`src/common/adc_ctrl_pkg.sv`:
```
////////////////////
// Shared widths and page codes of the ADC slow-control core
// SPI frames are write-only, 16 bits, MSB first
// Phase positions cover the full 9-bit range of the clock manager
////////////////////

package adc_ctrl_pkg;

	////////////////////
	// Host command fields
	typedef logic [15:0] cmd_addr_t;   // Command address
	typedef logic [15:0] cmd_data_t;   // Command data word
	typedef logic [7:0]  cmd_page_t;   // Address high byte

	// Page codes
	localparam cmd_page_t CMD_PAGE_SPI   = 8'h31; // ADC register write
	localparam cmd_page_t CMD_PAGE_PHASE = 8'h32; // Encode phase target

	////////////////////
	// ADC register access

	typedef logic [6:0] reg_addr_t;    // ADC register address
	typedef logic [7:0] reg_data_t;    // ADC register value

	// One SPI frame
	// Bit 15 write flag (0), bits 14:8 address, bits 7:0 value
	typedef logic [15:0] spi_word_t;

	////////////////////
	// Encode clock phase

	typedef logic [8:0] phase_t;       // Fine phase in taps

	localparam phase_t PHASE_CENTER = 9'd256; // Position after reset

endpackage

```
`src/adc_config/adc_config_seq.sv`:
```
////////////////////
// ADC configuration sequencer
// Waits STARTUP_WAIT cycles after reset, then sends three init writes
// Afterwards serves one register write at a time
// Requests arriving while busy are dropped
////////////////////

`timescale 1ns/10ps

module adc_config_seq #(
	parameter int STARTUP_WAIT = 256      // Cycles before the first frame
) (
	input  logic                     clk_in,
	input  logic                     rst_in,
	input  logic                     reg_req,     // One-cycle request
	input  adc_ctrl_pkg::reg_addr_t  reg_addr,
	input  adc_ctrl_pkg::reg_data_t  reg_data,
	output logic                     spi_start,   // One-cycle start pulse
	output adc_ctrl_pkg::spi_word_t  spi_word,
	input  logic                     spi_ready
);

	localparam int CNT_W = $clog2(STARTUP_WAIT + 1);

	typedef enum logic [1:0] {
		S_WAIT,   // Power-up delay
		S_SEND,   // Wait for master, then start
		S_GAP,    // Start pulse ends
		S_IDLE    // Ready for user writes
	} seq_state_t;

	seq_state_t       state;
	logic [CNT_W-1:0] wait_cnt;   // Startup countdown
	logic [1:0]       init_idx;   // Init table position, 3 = done

	////////////////////
	// Init table

	function automatic adc_ctrl_pkg::spi_word_t init_word(input logic [1:0] idx);
		case (idx)
			2'd0:    init_word = {1'b0, 7'h00, 8'h80}; // Soft reset
			2'd1:    init_word = {1'b0, 7'h01, 8'h20}; // Two's complement out
			default: init_word = {1'b0, 7'h02, 8'h00}; // 2-lane mode
		endcase
	endfunction

	////////////////////
	// Sequencer FSM

	always_ff @(posedge clk_in or posedge rst_in) begin
		if (rst_in) begin
			state     <= S_WAIT;
			wait_cnt  <= CNT_W'(STARTUP_WAIT);
			init_idx  <= 2'd0;
			spi_start <= 1'b0;
		end else begin
			case (state)
				S_WAIT: begin
					if (wait_cnt == '0)
						state <= S_SEND;
					else
						wait_cnt <= wait_cnt - 1'b1;
				end
				S_SEND: begin
					if (spi_ready) begin
						spi_start <= 1'b1; // Master is free
						if (init_idx != 2'd3)
							init_idx <= init_idx + 1'b1;
						state <= S_GAP;
					end
				end
				S_GAP: begin
					spi_start <= 1'b0;
					// More init writes or go serve the host
					state <= (init_idx == 2'd3) ? S_IDLE : S_SEND;
				end
				default: begin // S_IDLE
					if (reg_req)
						state <= S_SEND;
				end
			endcase
		end
	end

	// Frame register, loaded with the start pulse or on a user request
	always_ff @(posedge clk_in) begin
		if (state == S_SEND && spi_ready && init_idx != 2'd3)
			spi_word <= init_word(init_idx);
		else if (state == S_IDLE && reg_req)
			spi_word <= {1'b0, reg_addr, reg_data}; // Write flag first
	end

endmodule

```
`src/adc_config/spi_master.sv`:
```
////////////////////
// SPI write master, 16-bit frames, MSB first
// sck idles low, sdo changes while sck is low
// Each sck half period is SPI_CLK_DIV clk_in cycles
// A start while not ready is ignored
////////////////////

`timescale 1ns/10ps

module spi_master #(
	parameter int SPI_CLK_DIV = 10         // Cycles per sck half period
) (
	input  logic                     clk_in,
	input  logic                     rst_in,
	input  logic                     spi_start,
	input  adc_ctrl_pkg::spi_word_t  spi_word,
	output logic                     spi_ready,
	output logic                     spi_scs,   // Chip select, active low
	output logic                     spi_sck,
	output logic                     spi_sdo
);

	localparam int DIV_W = $clog2(SPI_CLK_DIV + 1);

	typedef enum logic [1:0] {
		M_IDLE,  // Waiting for a start
		M_LOW,   // sck low half
		M_HIGH,  // sck high half
		M_END    // Hold scs low after last bit
	} spi_state_t;

	spi_state_t              state;
	logic [DIV_W-1:0]        div_cnt;   // Half-period divider
	logic [3:0]              bit_cnt;   // Bits already shifted out
	adc_ctrl_pkg::spi_word_t shift_reg; // Remaining bits, next at MSB
	logic                    half_done;

	assign half_done = (div_cnt == DIV_W'(SPI_CLK_DIV - 1));
	assign spi_ready = (state == M_IDLE); // High again once scs is back up

	always_ff @(posedge clk_in or posedge rst_in) begin
		if (rst_in) begin
			state   <= M_IDLE;
			div_cnt <= '0;
			bit_cnt <= '0;
			spi_scs <= 1'b1;
			spi_sck <= 1'b0;
			spi_sdo <= 1'b0;
		end else begin
			div_cnt <= half_done ? '0 : div_cnt + 1'b1;
			case (state)
				M_IDLE: begin
					div_cnt <= '0;
					if (spi_start) begin
						spi_scs <= 1'b0;
						spi_sdo <= spi_word[15]; // First bit ahead of the edge
						bit_cnt <= '0;
						state   <= M_LOW;
					end
				end
				M_LOW: if (half_done) begin
					spi_sck <= 1'b1; // Slave samples here
					state   <= M_HIGH;
				end
				M_HIGH: if (half_done) begin
					spi_sck <= 1'b0;
					if (bit_cnt == 4'd15) begin
						state <= M_END;
					end else begin
						spi_sdo <= shift_reg[15];
						bit_cnt <= bit_cnt + 1'b1;
						state   <= M_LOW;
					end
				end
				default: if (half_done) begin // M_END
					spi_scs <= 1'b1;
					spi_sdo <= 1'b0;
					state   <= M_IDLE;
				end
			endcase
		end
	end

	// Data shifter
	always_ff @(posedge clk_in) begin
		if (state == M_IDLE && spi_start)
			shift_reg <= {spi_word[14:0], 1'b0};
		else if (state == M_HIGH && half_done)
			shift_reg <= {shift_reg[14:0], 1'b0};
	end

endmodule

```
`src/adc_cmd_decode.sv`:
```
////////////////////
// Host command decoder
// Requests come out one cycle after cmd_trig
// Pages other than 0x31 and 0x32 are ignored
////////////////////

`timescale 1ns/10ps

module adc_cmd_decode (
	input  logic                     clk_in,
	input  logic                     rst_in,
	input  logic                     cmd_trig,     // One-cycle strobe
	input  adc_ctrl_pkg::cmd_addr_t  cmd_addr,
	input  adc_ctrl_pkg::cmd_data_t  cmd_data,
	output logic                     reg_req,      // To config sequencer
	output adc_ctrl_pkg::reg_addr_t  reg_addr,
	output adc_ctrl_pkg::reg_data_t  reg_data,
	output logic                     phase_req,    // To phase controller
	output adc_ctrl_pkg::phase_t     phase_target
);

	adc_ctrl_pkg::cmd_page_t page;
	assign page = cmd_addr[15:8]; // High byte picks the function

	// Request pulses
	always_ff @(posedge clk_in or posedge rst_in) begin
		if (rst_in) begin
			reg_req   <= 1'b0;
			phase_req <= 1'b0;
		end else begin
			reg_req   <= cmd_trig && (page == adc_ctrl_pkg::CMD_PAGE_SPI);
			phase_req <= cmd_trig && (page == adc_ctrl_pkg::CMD_PAGE_PHASE);
		end
	end

	// Payload, only meaningful alongside a pulse
	always_ff @(posedge clk_in) begin
		if (cmd_trig) begin
			reg_addr     <= cmd_addr[6:0]; // Low 7 address bits
			reg_data     <= cmd_data[7:0];
			phase_target <= cmd_data[8:0]; // Target in taps
		end
	end

endmodule

```
`src/adc_ctrl_top.sv`:
```
////////////////////
// Slow-control core for a dual-channel serial LVDS ADC
// Phase shift port runs on clk_in, clock manager is external
// SPI is write-only, no readback
////////////////////

`timescale 1ns/10ps

module adc_ctrl_top #(
	parameter int SPI_CLK_DIV       = 10,   // sck half period in cycles
	parameter int STARTUP_WAIT      = 256,  // Delay before init writes
	parameter int PHASE_TARGET_INIT = 380   // Encode phase after reset
) (
	input  logic                     clk_in,
	input  logic                     rst_in,
	input  logic                     cmd_trig,
	input  adc_ctrl_pkg::cmd_addr_t  cmd_addr,
	input  adc_ctrl_pkg::cmd_data_t  cmd_data,
	output logic                     spi_scs,
	output logic                     spi_sck,
	output logic                     spi_sdo,
	output logic                     ps_en,
	output logic                     ps_inc,
	input  logic                     ps_done,
	input  logic                     ps_locked,
	output adc_ctrl_pkg::phase_t     phase_value
);

	// Decoder outputs
	logic                     reg_req;
	adc_ctrl_pkg::reg_addr_t  reg_addr;
	adc_ctrl_pkg::reg_data_t  reg_data;
	logic                     phase_req;
	adc_ctrl_pkg::phase_t     phase_target;
	// Sequencer to SPI master
	logic                     spi_start;
	adc_ctrl_pkg::spi_word_t  spi_word;
	logic                     spi_ready;

	adc_cmd_decode cmd_decode_i (.clk_in, .rst_in, .cmd_trig, .cmd_addr, .cmd_data,
		.reg_req, .reg_addr, .reg_data, .phase_req, .phase_target);

	adc_config_seq #(.STARTUP_WAIT(STARTUP_WAIT)) config_seq_i (.clk_in, .rst_in,
		.reg_req, .reg_addr, .reg_data, .spi_start, .spi_word, .spi_ready);

	spi_master #(.SPI_CLK_DIV(SPI_CLK_DIV)) spi_master_i (.clk_in, .rst_in,
		.spi_start, .spi_word, .spi_ready, .spi_scs, .spi_sck, .spi_sdo);

	enc_phase_ctrl #(.PHASE_TARGET_INIT(PHASE_TARGET_INIT)) phase_ctrl_i (.clk_in, .rst_in,
		.phase_req, .phase_target, .ps_en, .ps_inc, .ps_done, .ps_locked, .phase_value);

endmodule

```
`src/enc_phase_ctrl.sv`:
```
////////////////////
// Encode clock fine phase controller
// Steps one tap at a time, waits for ps_done after each step
// No stepping while the clock manager is unlocked
// Range clamps at 0 and 511
////////////////////

`timescale 1ns/10ps

module enc_phase_ctrl #(
	parameter int PHASE_TARGET_INIT = 380   // Target after reset
) (
	input  logic                  clk_in,
	input  logic                  rst_in,
	input  logic                  phase_req,     // New target strobe
	input  adc_ctrl_pkg::phase_t  phase_target,
	output logic                  ps_en,         // One-cycle step request
	output logic                  ps_inc,        // 1 = one tap later
	input  logic                  ps_done,
	input  logic                  ps_locked,
	output adc_ctrl_pkg::phase_t  phase_value    // Current position
);

	typedef enum logic [1:0] {
		P_IDLE,
		P_DECIDE,
		P_STEP,
		P_WAIT
	} ps_state_t;

	ps_state_t            state;
	adc_ctrl_pkg::phase_t target;    // Where we are heading
	logic                 go_up;
	logic                 go_down;

	// Clamp to the full 9-bit range
	assign go_up   = (phase_value < target) && (phase_value != '1);
	assign go_down = (phase_value > target) && (phase_value != '0);

	////////////////////
	// Stepping FSM

	always_ff @(posedge clk_in or posedge rst_in) begin
		if (rst_in) begin
			state       <= P_DECIDE; // Move to the initial target right away
			target      <= adc_ctrl_pkg::phase_t'(PHASE_TARGET_INIT);
			phase_value <= adc_ctrl_pkg::PHASE_CENTER;
			ps_en       <= 1'b0;
			ps_inc      <= 1'b0;
		end else begin
			ps_en <= 1'b0; // Pulse by default
			case (state)
				P_IDLE: begin
					if (phase_req) begin
						target <= phase_target;
						state  <= P_DECIDE;
					end
				end
				P_DECIDE: begin
					if (ps_locked) begin // Hold here until lock
						if (go_up || go_down) begin
							ps_inc <= go_up;
							state  <= P_STEP;
						end else begin
							state <= P_IDLE;
						end
					end
				end
				P_STEP: begin
					if (ps_locked) begin
						ps_en <= 1'b1;
						state <= P_WAIT;
					end else begin
						state <= P_DECIDE; // Lock lost, start over
					end
				end
				default: begin // P_WAIT
					if (ps_done) begin
						phase_value <= ps_inc ? phase_value + 1'b1 : phase_value - 1'b1;
						state       <= P_DECIDE;
					end
				end
			endcase
		end
	end

endmodule
```
`config.mk`:
```
export PLATFORM = sky130hd
export DESIGN_NAME = adc_ctrl_top
export DESIGN_NICKNAME = d
export VERILOG_FILES = /design/src/common/adc_ctrl_pkg.sv /design/src/adc_config/adc_config_seq.sv /design/src/adc_config/spi_master.sv /design/src/adc_cmd_decode.sv /design/src/adc_ctrl_top.sv /design/src/enc_phase_ctrl.sv
export SDC_FILE = /design/constraint.sdc
export NUM_CORES = 1
export LEC_CHECK = 0
export BUFFER_PORTS_ARGS = -buffer_cell sky130_fd_sc_hd__buf_2
export CAP_MARGIN = 20
export CORE_AREA = 2 2 125 127
export CTS_CLUSTER_DIAMETER = 100
export DETAILED_ROUTE_END_ITERATION = 7
export DIE_AREA = 0 0 127 129
export MAX_ROUTING_LAYER = met4
export SLEW_MARGIN = 20
export SYNTH_ARGS = -nofsm -noshare
export SYNTH_HDL_FRONTEND = slang
export SYNTH_HIERARCHICAL = 1
export SYNTH_SLANG_ARGS = --single-unit
```
`constraint.sdc`:
```
create_clock -name clk_in -period 4.5 [get_ports clk_in]
set_clock_uncertainty 0.15 [all_clocks]
set_input_delay 0.9 -clock clk_in [delete_from_list [all_inputs] [get_ports clk_in]]
set_output_delay 0.9 -clock clk_in [all_outputs]
set_load 0.005 [all_outputs]
```
# Word-level counts from Yosys, hierarchy flattened
# Index checks and enable logic that the tools add are counted.
# word_totals
inputBits,37
ff_bits,106
elab_cells,138
# classes
n_lt_le_gt_ge,2
bitwise_logic,4
mux,42
n_eq_ne,23
n_reduce_logical,39
addsub,6
# ops
op,count
16-bit two-way mux,4
2-bit two-way mux,14
4-bit two-way mux,5
10-bit one-hot mux with 2 select lines,1
2-bit one-hot mux with 3 select lines,3
3-bit AND reduction,6
9-bit by 1-bit subtractor with 9-bit output (second input constant),2
8-bit by 6-bit == test with 1-bit output (second input constant),2
2-bit nonzero test,6
2-bit == test (second input constant),5
2-bit by 1-bit inequality test with 1-bit output (second input constant),5
9-bit by 1-bit adder with 9-bit output (second input constant),1
9-bit greater-than comparator,1
1-bit logical AND,9
9-bit zero test,1
9-bit < comparator,1
1-bit two-way mux,9
9-bit two-way mux,1
9-bit inequality test (second input constant),1
9-bit nonzero test,1
4-bit by 1-bit adder with 4-bit output (second input constant),2
2-bit by 1-bit == test with 1-bit output (second input constant),4
4-bit == test (second input constant),2
2-bit zero test,4
other kinds (13),26

# Longest topological paths before layout
# depth
ltp_word,6
mapped_depth,8
mapped_depth_nobuf,7

# Hierarchy
# The synthesis kept the hierarchy.
# modules_own_cells
module,instances,cells_each,area_each_um2
enc_phase_ctrl,1,166,1605.3
spi_master,1,119,1522.7
adc_config_seq,1,113,1390.1
adc_cmd_decode,1,32,636.9

# Worst setup path before layout
# OpenSTA, ideal clock, no wires.
# synth_path
kind,reg-to-reg
from,register phase_ctrl_i.ps_inc
to,register phase_ctrl_i.phase_value[8]
setup_time_ns,0.075
n_path_buf,0
path_stages_with_launch,8
setup_slack_ns,2.023
period_less_slack_ns,2.477
arrival_time_ns,2.253
path_cell_list,dfrtp_1 -> inv_1 -> fa_1 -> a211oi_2 -> o21bai_1 -> a2111o_1 -> a2111o_1 -> o211ai_2
# synth_via
elab_chain_cells,1
# synth_rtl
item,line,text
from (decl),enc_phase_ctrl.sv:18,"output logic ps_inc,"
from (signal assigned),enc_phase_ctrl.sv:62,ps_inc <= go_up;
9-bit two-way mux,enc_phase_ctrl.sv:79,phase_value <= ps_inc ? phase_value + 1'b1 : phase_value - 1'b1;
to (signal assigned),enc_phase_ctrl.sv:47,phase_value <= adc_ctrl_pkg::PHASE_CENTER;
to (signal assigned),enc_phase_ctrl.sv:79,
to (decl),enc_phase_ctrl.sv:21,output adc_ctrl_pkg::phase_t phase_value
# No other way between the ends.
# A chain may end at the register's enable or synchronous reset.

# Final worst setup path
# layout_path
from,register spi_master_i.state[0]
to,"register config_seq_i.spi_word[1], enable pin"
# layout_via
elab_chain_cells,4
# layout_rtl
item,line,text
from (decl),spi_master.sv:32,spi_state_t state;
from (signal assigned),spi_master.sv:43,state <= M_IDLE;
from (signal assigned),spi_master.sv:58,state <= M_LOW;
from (signal assigned),spi_master.sv:63,state <= M_HIGH;
2-bit zero test,spi_master.sv:39,assign spi_ready = (state == M_IDLE);
via spi_ready,adc_ctrl_top.sv:38,logic spi_ready;
1-bit logical AND (2 in a row),adc_config_seq.sv:87,if (state == S_SEND && spi_ready && init_idx != 2'd3)
2-bit nonzero test (no source line),-,
to (signal assigned),adc_config_seq.sv:88,spi_word <= init_word(init_idx);
to (signal assigned),adc_config_seq.sv:90,"spi_word <= {1'b0, reg_addr, reg_data};"
to (decl),adc_config_seq.sv:19,"output adc_ctrl_pkg::spi_word_t spi_word,"
# The timed path passes the listed nets, and every way through them passes these cells.

==> impl_metrics.tcl <==
set metrics [dict create \
    n_antenna_cell 0 \
    fin_tns_setup_ns 0 \
    start_util_pct 34.4 \
    syn_to_final_growth_pct 12.3 \
    antenna_found_initial 0 \
    cp_data_required_time_ns 4.32 \
    max_slew_margin_pct 40.7 \
    cts_tree "yes" \
    startpoint_type "register" \
    dp_hpwl_mm 6.65 \
    syn-num-nets 504 \
    p_leak_nw 2.42 \
    outcome "complete, no violations" \
    vdd_drop_max_v 0.000350 \
    wl_per_cell_microns 14.5 \
    end_kind "register" \
    crit_path_frequent_cell "nand2_1" \
    drt_iter0_drc 162 \
    fin_crit_sh_pct 62.5 \
    placed_area_sq_um 5470 \
    grt_pass1_vias 3287 \
    rows 45 \
    clock_power_share_pct 30.9 \
    path_max_fanout 19 \
    critPathSlowestCell "ha_1" \
    dr.pass1.iters 6 \
    nFillCells 1440 \
    synth_area_sq_um 5150 \
    post-route-util_pct 38.6 \
    cpPeakStageDelay_ns 0.61 \
    htree_levels 3 \
    dp.cells 642 \
    grtUsageMet1_pct 16.3 \
    io_pins 51 \
    globalplace.congestion 0.776 \
    worst_pin_slew_ns 0.888 \
    nNetsFinal 539 \
    rsz0062_at_grt "no" \
    criticalPathCategory "reg -> reg" \
    p_int_mw 1.83 \
    grt-busiest-layer "met2" \
    synth_ff_type "edfxtp_1" \
    port_buffers 42 \
    report.final.slew_viol_count 0 \
    power_switching_mw 0.815 \
    async_flop_share_pct 52.6 \
    crit_buf_inv 1 \
    synth_seq_cells 97 \
    power_per_cell_area_nw_per_um2 457 \
    fmax_mhz 356 \
    drt.antenna.violating_nets 0 \
    via_per_inst 5.04 \
    grt_start_max_net_pins 25 \
    ys_warn_count 6 \
    synthCells 430 \
    clkTransAtPathRegs_ns 0.07 \
    grt_util_met2_pct 20.1 \
    grt_usage_pct 12.8 \
    synth_seq_area_share_pct 51.8 \
    cts_setup_buffers 0 \
    cts_made_buffers 9 \
    use_met3_pct 2.58 \
    coreArea_sq_um 15000 \
    yosysUniqueCellTypes 68 \
    totalWireLength_mm 9.52 \
    postCtsHoldBufs 0 \
    cts_root_buf "clkbuf_16" \
    chipHeight_microns 129 \
    comb_power_share_pct 27.4 \
    die_x_microns 127 \
    syn_avg_cell_area_sq_um 12.0 \
    grt_pass1_wl_mm 16.2 \
    cts.path.max_buffers 2 \
    seq_power_share_pct 41.8 \
    cp.arrival_ns 2.64 \
    vias 3319 \
    cp_top_family "simple AND/OR/NAND/NOR gates" \
    setup_slack_ns 1.69 \
    dieArea_sq_um 16400 \
    pre_cts_ws_ns 1.65 \
    p_sw_share_pct 30.8 \
    overflow 0 \
    post_cts_resized 0 \
    min_period_ns 2.81 \
    layoutNonFillerInstCount 658 \
    cp_cell_sequence "inv_1 > ha_1 > nand2_1 > or2_2 > nand2_1" \
    hold_path.class "in -> async" \
    cap_viol_max_count 0 \
    synth_edf_count 46 \
    drc 0 \
    insertion_delay_ns 0.34 \
    drive_gt1_share_pct 24.5 \
    hold_viol 0 \
    cts.sinks 97 \
    final_cell_area_sq_um 5790 \
    setup_viol 0 \
]
[path summary, 6_finish.rpt]
kind / start / slack [ns] / cells after the start / endpoint
max: spi_master_i/state[0] / 1.69 / 5 / config_seq_i/spi_word[1]
max reg2reg: spi_master_i/state[0] / 1.69 / 5 / config_seq_i/spi_word[1]
max in group asynchronous: rst_in / 3.00 / 2 / phase_ctrl_i/target[7]
min: rst_in / 0.30 / 2 / cmd_decode_i/phase_req
min in group clk_in: cmd_decode_i/phase_target[8] / 0.34 / 1 / phase_ctrl_i/target[8]
min reg2reg: cmd_decode_i/phase_target[8] / 0.34 / 1 / phase_ctrl_i/target[8]
[layer usage]
| metal | share of wire, % | wire, microns |
|---|---|---|
| met4 | 1.7 | 160 |
| met2 | 48 | 4590 |
| met5 | 0 | 0 |
| met3 | 3.2 | 303 |
| met1 | 47 | 4460 |
[power groups by stage]
| stage | combinational [mW] | clock (mW) | sequential (mW) |
|---|---|---|---|
| 2_1_floorplan | 0.556 | 0 | 1.09 |
| 3_3_place_gp | 0.693 | 0 | 1.12 |
| 3_5_place_dp | 0.718 | 0 | 1.12 |
| 4_1_cts | 0.725 | 0.844 | 1.11 |
| 5_1_grt | 0.821 | 0.879 | 1.12 |
| 6_report | 0.725 | 0.817 | 1.10 |
[layout by cell type, fill, tap and decap left out, types with 6 or more instances in the layout]
cell       Yosys  final
nor2_1        10     10
a21o_1         6      6
ha_1          36     36
mux2_2        30     30
buf_2          0     42
dfrtp_1       41     41
nor4_1         6      6
xnor2_1        8      8
o21ai_0       18     18
edfxtp_1      46     46
inv_1         39     39
and2_1        12     12
dfstp_2       10     10
a21oi_1       17     17
nor3_1        15     15
nand2_1       24     24
nand3_1        9      9
clkbuf_16      0      9
[through the flow]
step	hold WS (ns)	power, mW
final	0.303	2.65
after global routing	0.294	2.82
after CTS	0.284	2.68
after detailed placement	0.325	1.84
after global placement	0.312	1.82
after floorplan	0.303	1.65
[final cells by class]
class / count / area, sq um / share of cell area, %
Inverter: 39 / 146 / 2.53
Clock buffer: 11 / 233 / 4.02
Clock inverter: 5 / 81.3 / 1.41
Timing Repair Buffer: 42 / 210 / 3.63
Sequential cell: 97 / 2670 / 46.1
Tap cell: 188 / 235 / 4.06
Multi-Input combinational cell: 276 / 2210 / 38.2
[synthesized netlist by cell type (3+ instances only)]
cell / count / area [sq um]
nand2_1: 24 / 90.1
and2_1: 12 / 75.1
nor3_1: 15 / 75.1
edfxtp_1: 46 / 1380
a21oi_1: 17 / 85.1
o211ai_1: 3 / 22.5
buf_6: 3 / 33.8
a21o_1: 6 / 45.0
xnor2_1: 8 / 70.1
clkbuf_1: 5 / 18.8
nand4_1: 5 / 31.3
dfrtp_1: 41 / 1030
nand3b_1: 4 / 30.0
nor4_1: 6 / 37.5
mux2i_1: 5 / 50.1
dfstp_2: 10 / 263
nor3b_1: 3 / 22.5
o31ai_1: 4 / 30.0
a211oi_1: 3 / 22.5
inv_1: 39 / 146
buf_4: 10 / 75.1
ha_1: 36 / 450
mux2_2: 30 / 338
o21ai_0: 18 / 90.1
nand3_1: 9 / 45.0
a31oi_1: 3 / 18.8
nor2_1: 10 / 37.5
o21bai_1: 4 / 30.0
[worst register-to-register path: cells and delay by family, from the launching register on]
| family | cells | cell delay [ns] |
|---|---|---|
| AND/OR/NAND/NOR | 3 | 1.16 |
| flip-flops | 1 | 0.41 |
| buffers and inverters | 1 | 0.11 |
| adder cells (fa/ha/maj) | 1 | 0.61 |
[cells by family (layout without fill, tap and decap cells)]
group | after synthesis | after routing | share of synthesized area, %
multiplexers | 37 | 37 | 7.96
flip-flops | 97 | 97 | 51.8
buffers and inverters | 57 | 97 | 5.32
other | 1 | 1 | 0.0727
AND/OR/NAND/NOR | 116 | 116 | 13.8
adder cells (fa/ha/maj) | 37 | 37 | 9.13
XOR/XNOR | 9 | 9 | 1.53
AO/OA/AOI/OAI | 76 | 76 | 10.4
No activity file was read; power rests on OpenSTA's default activity.
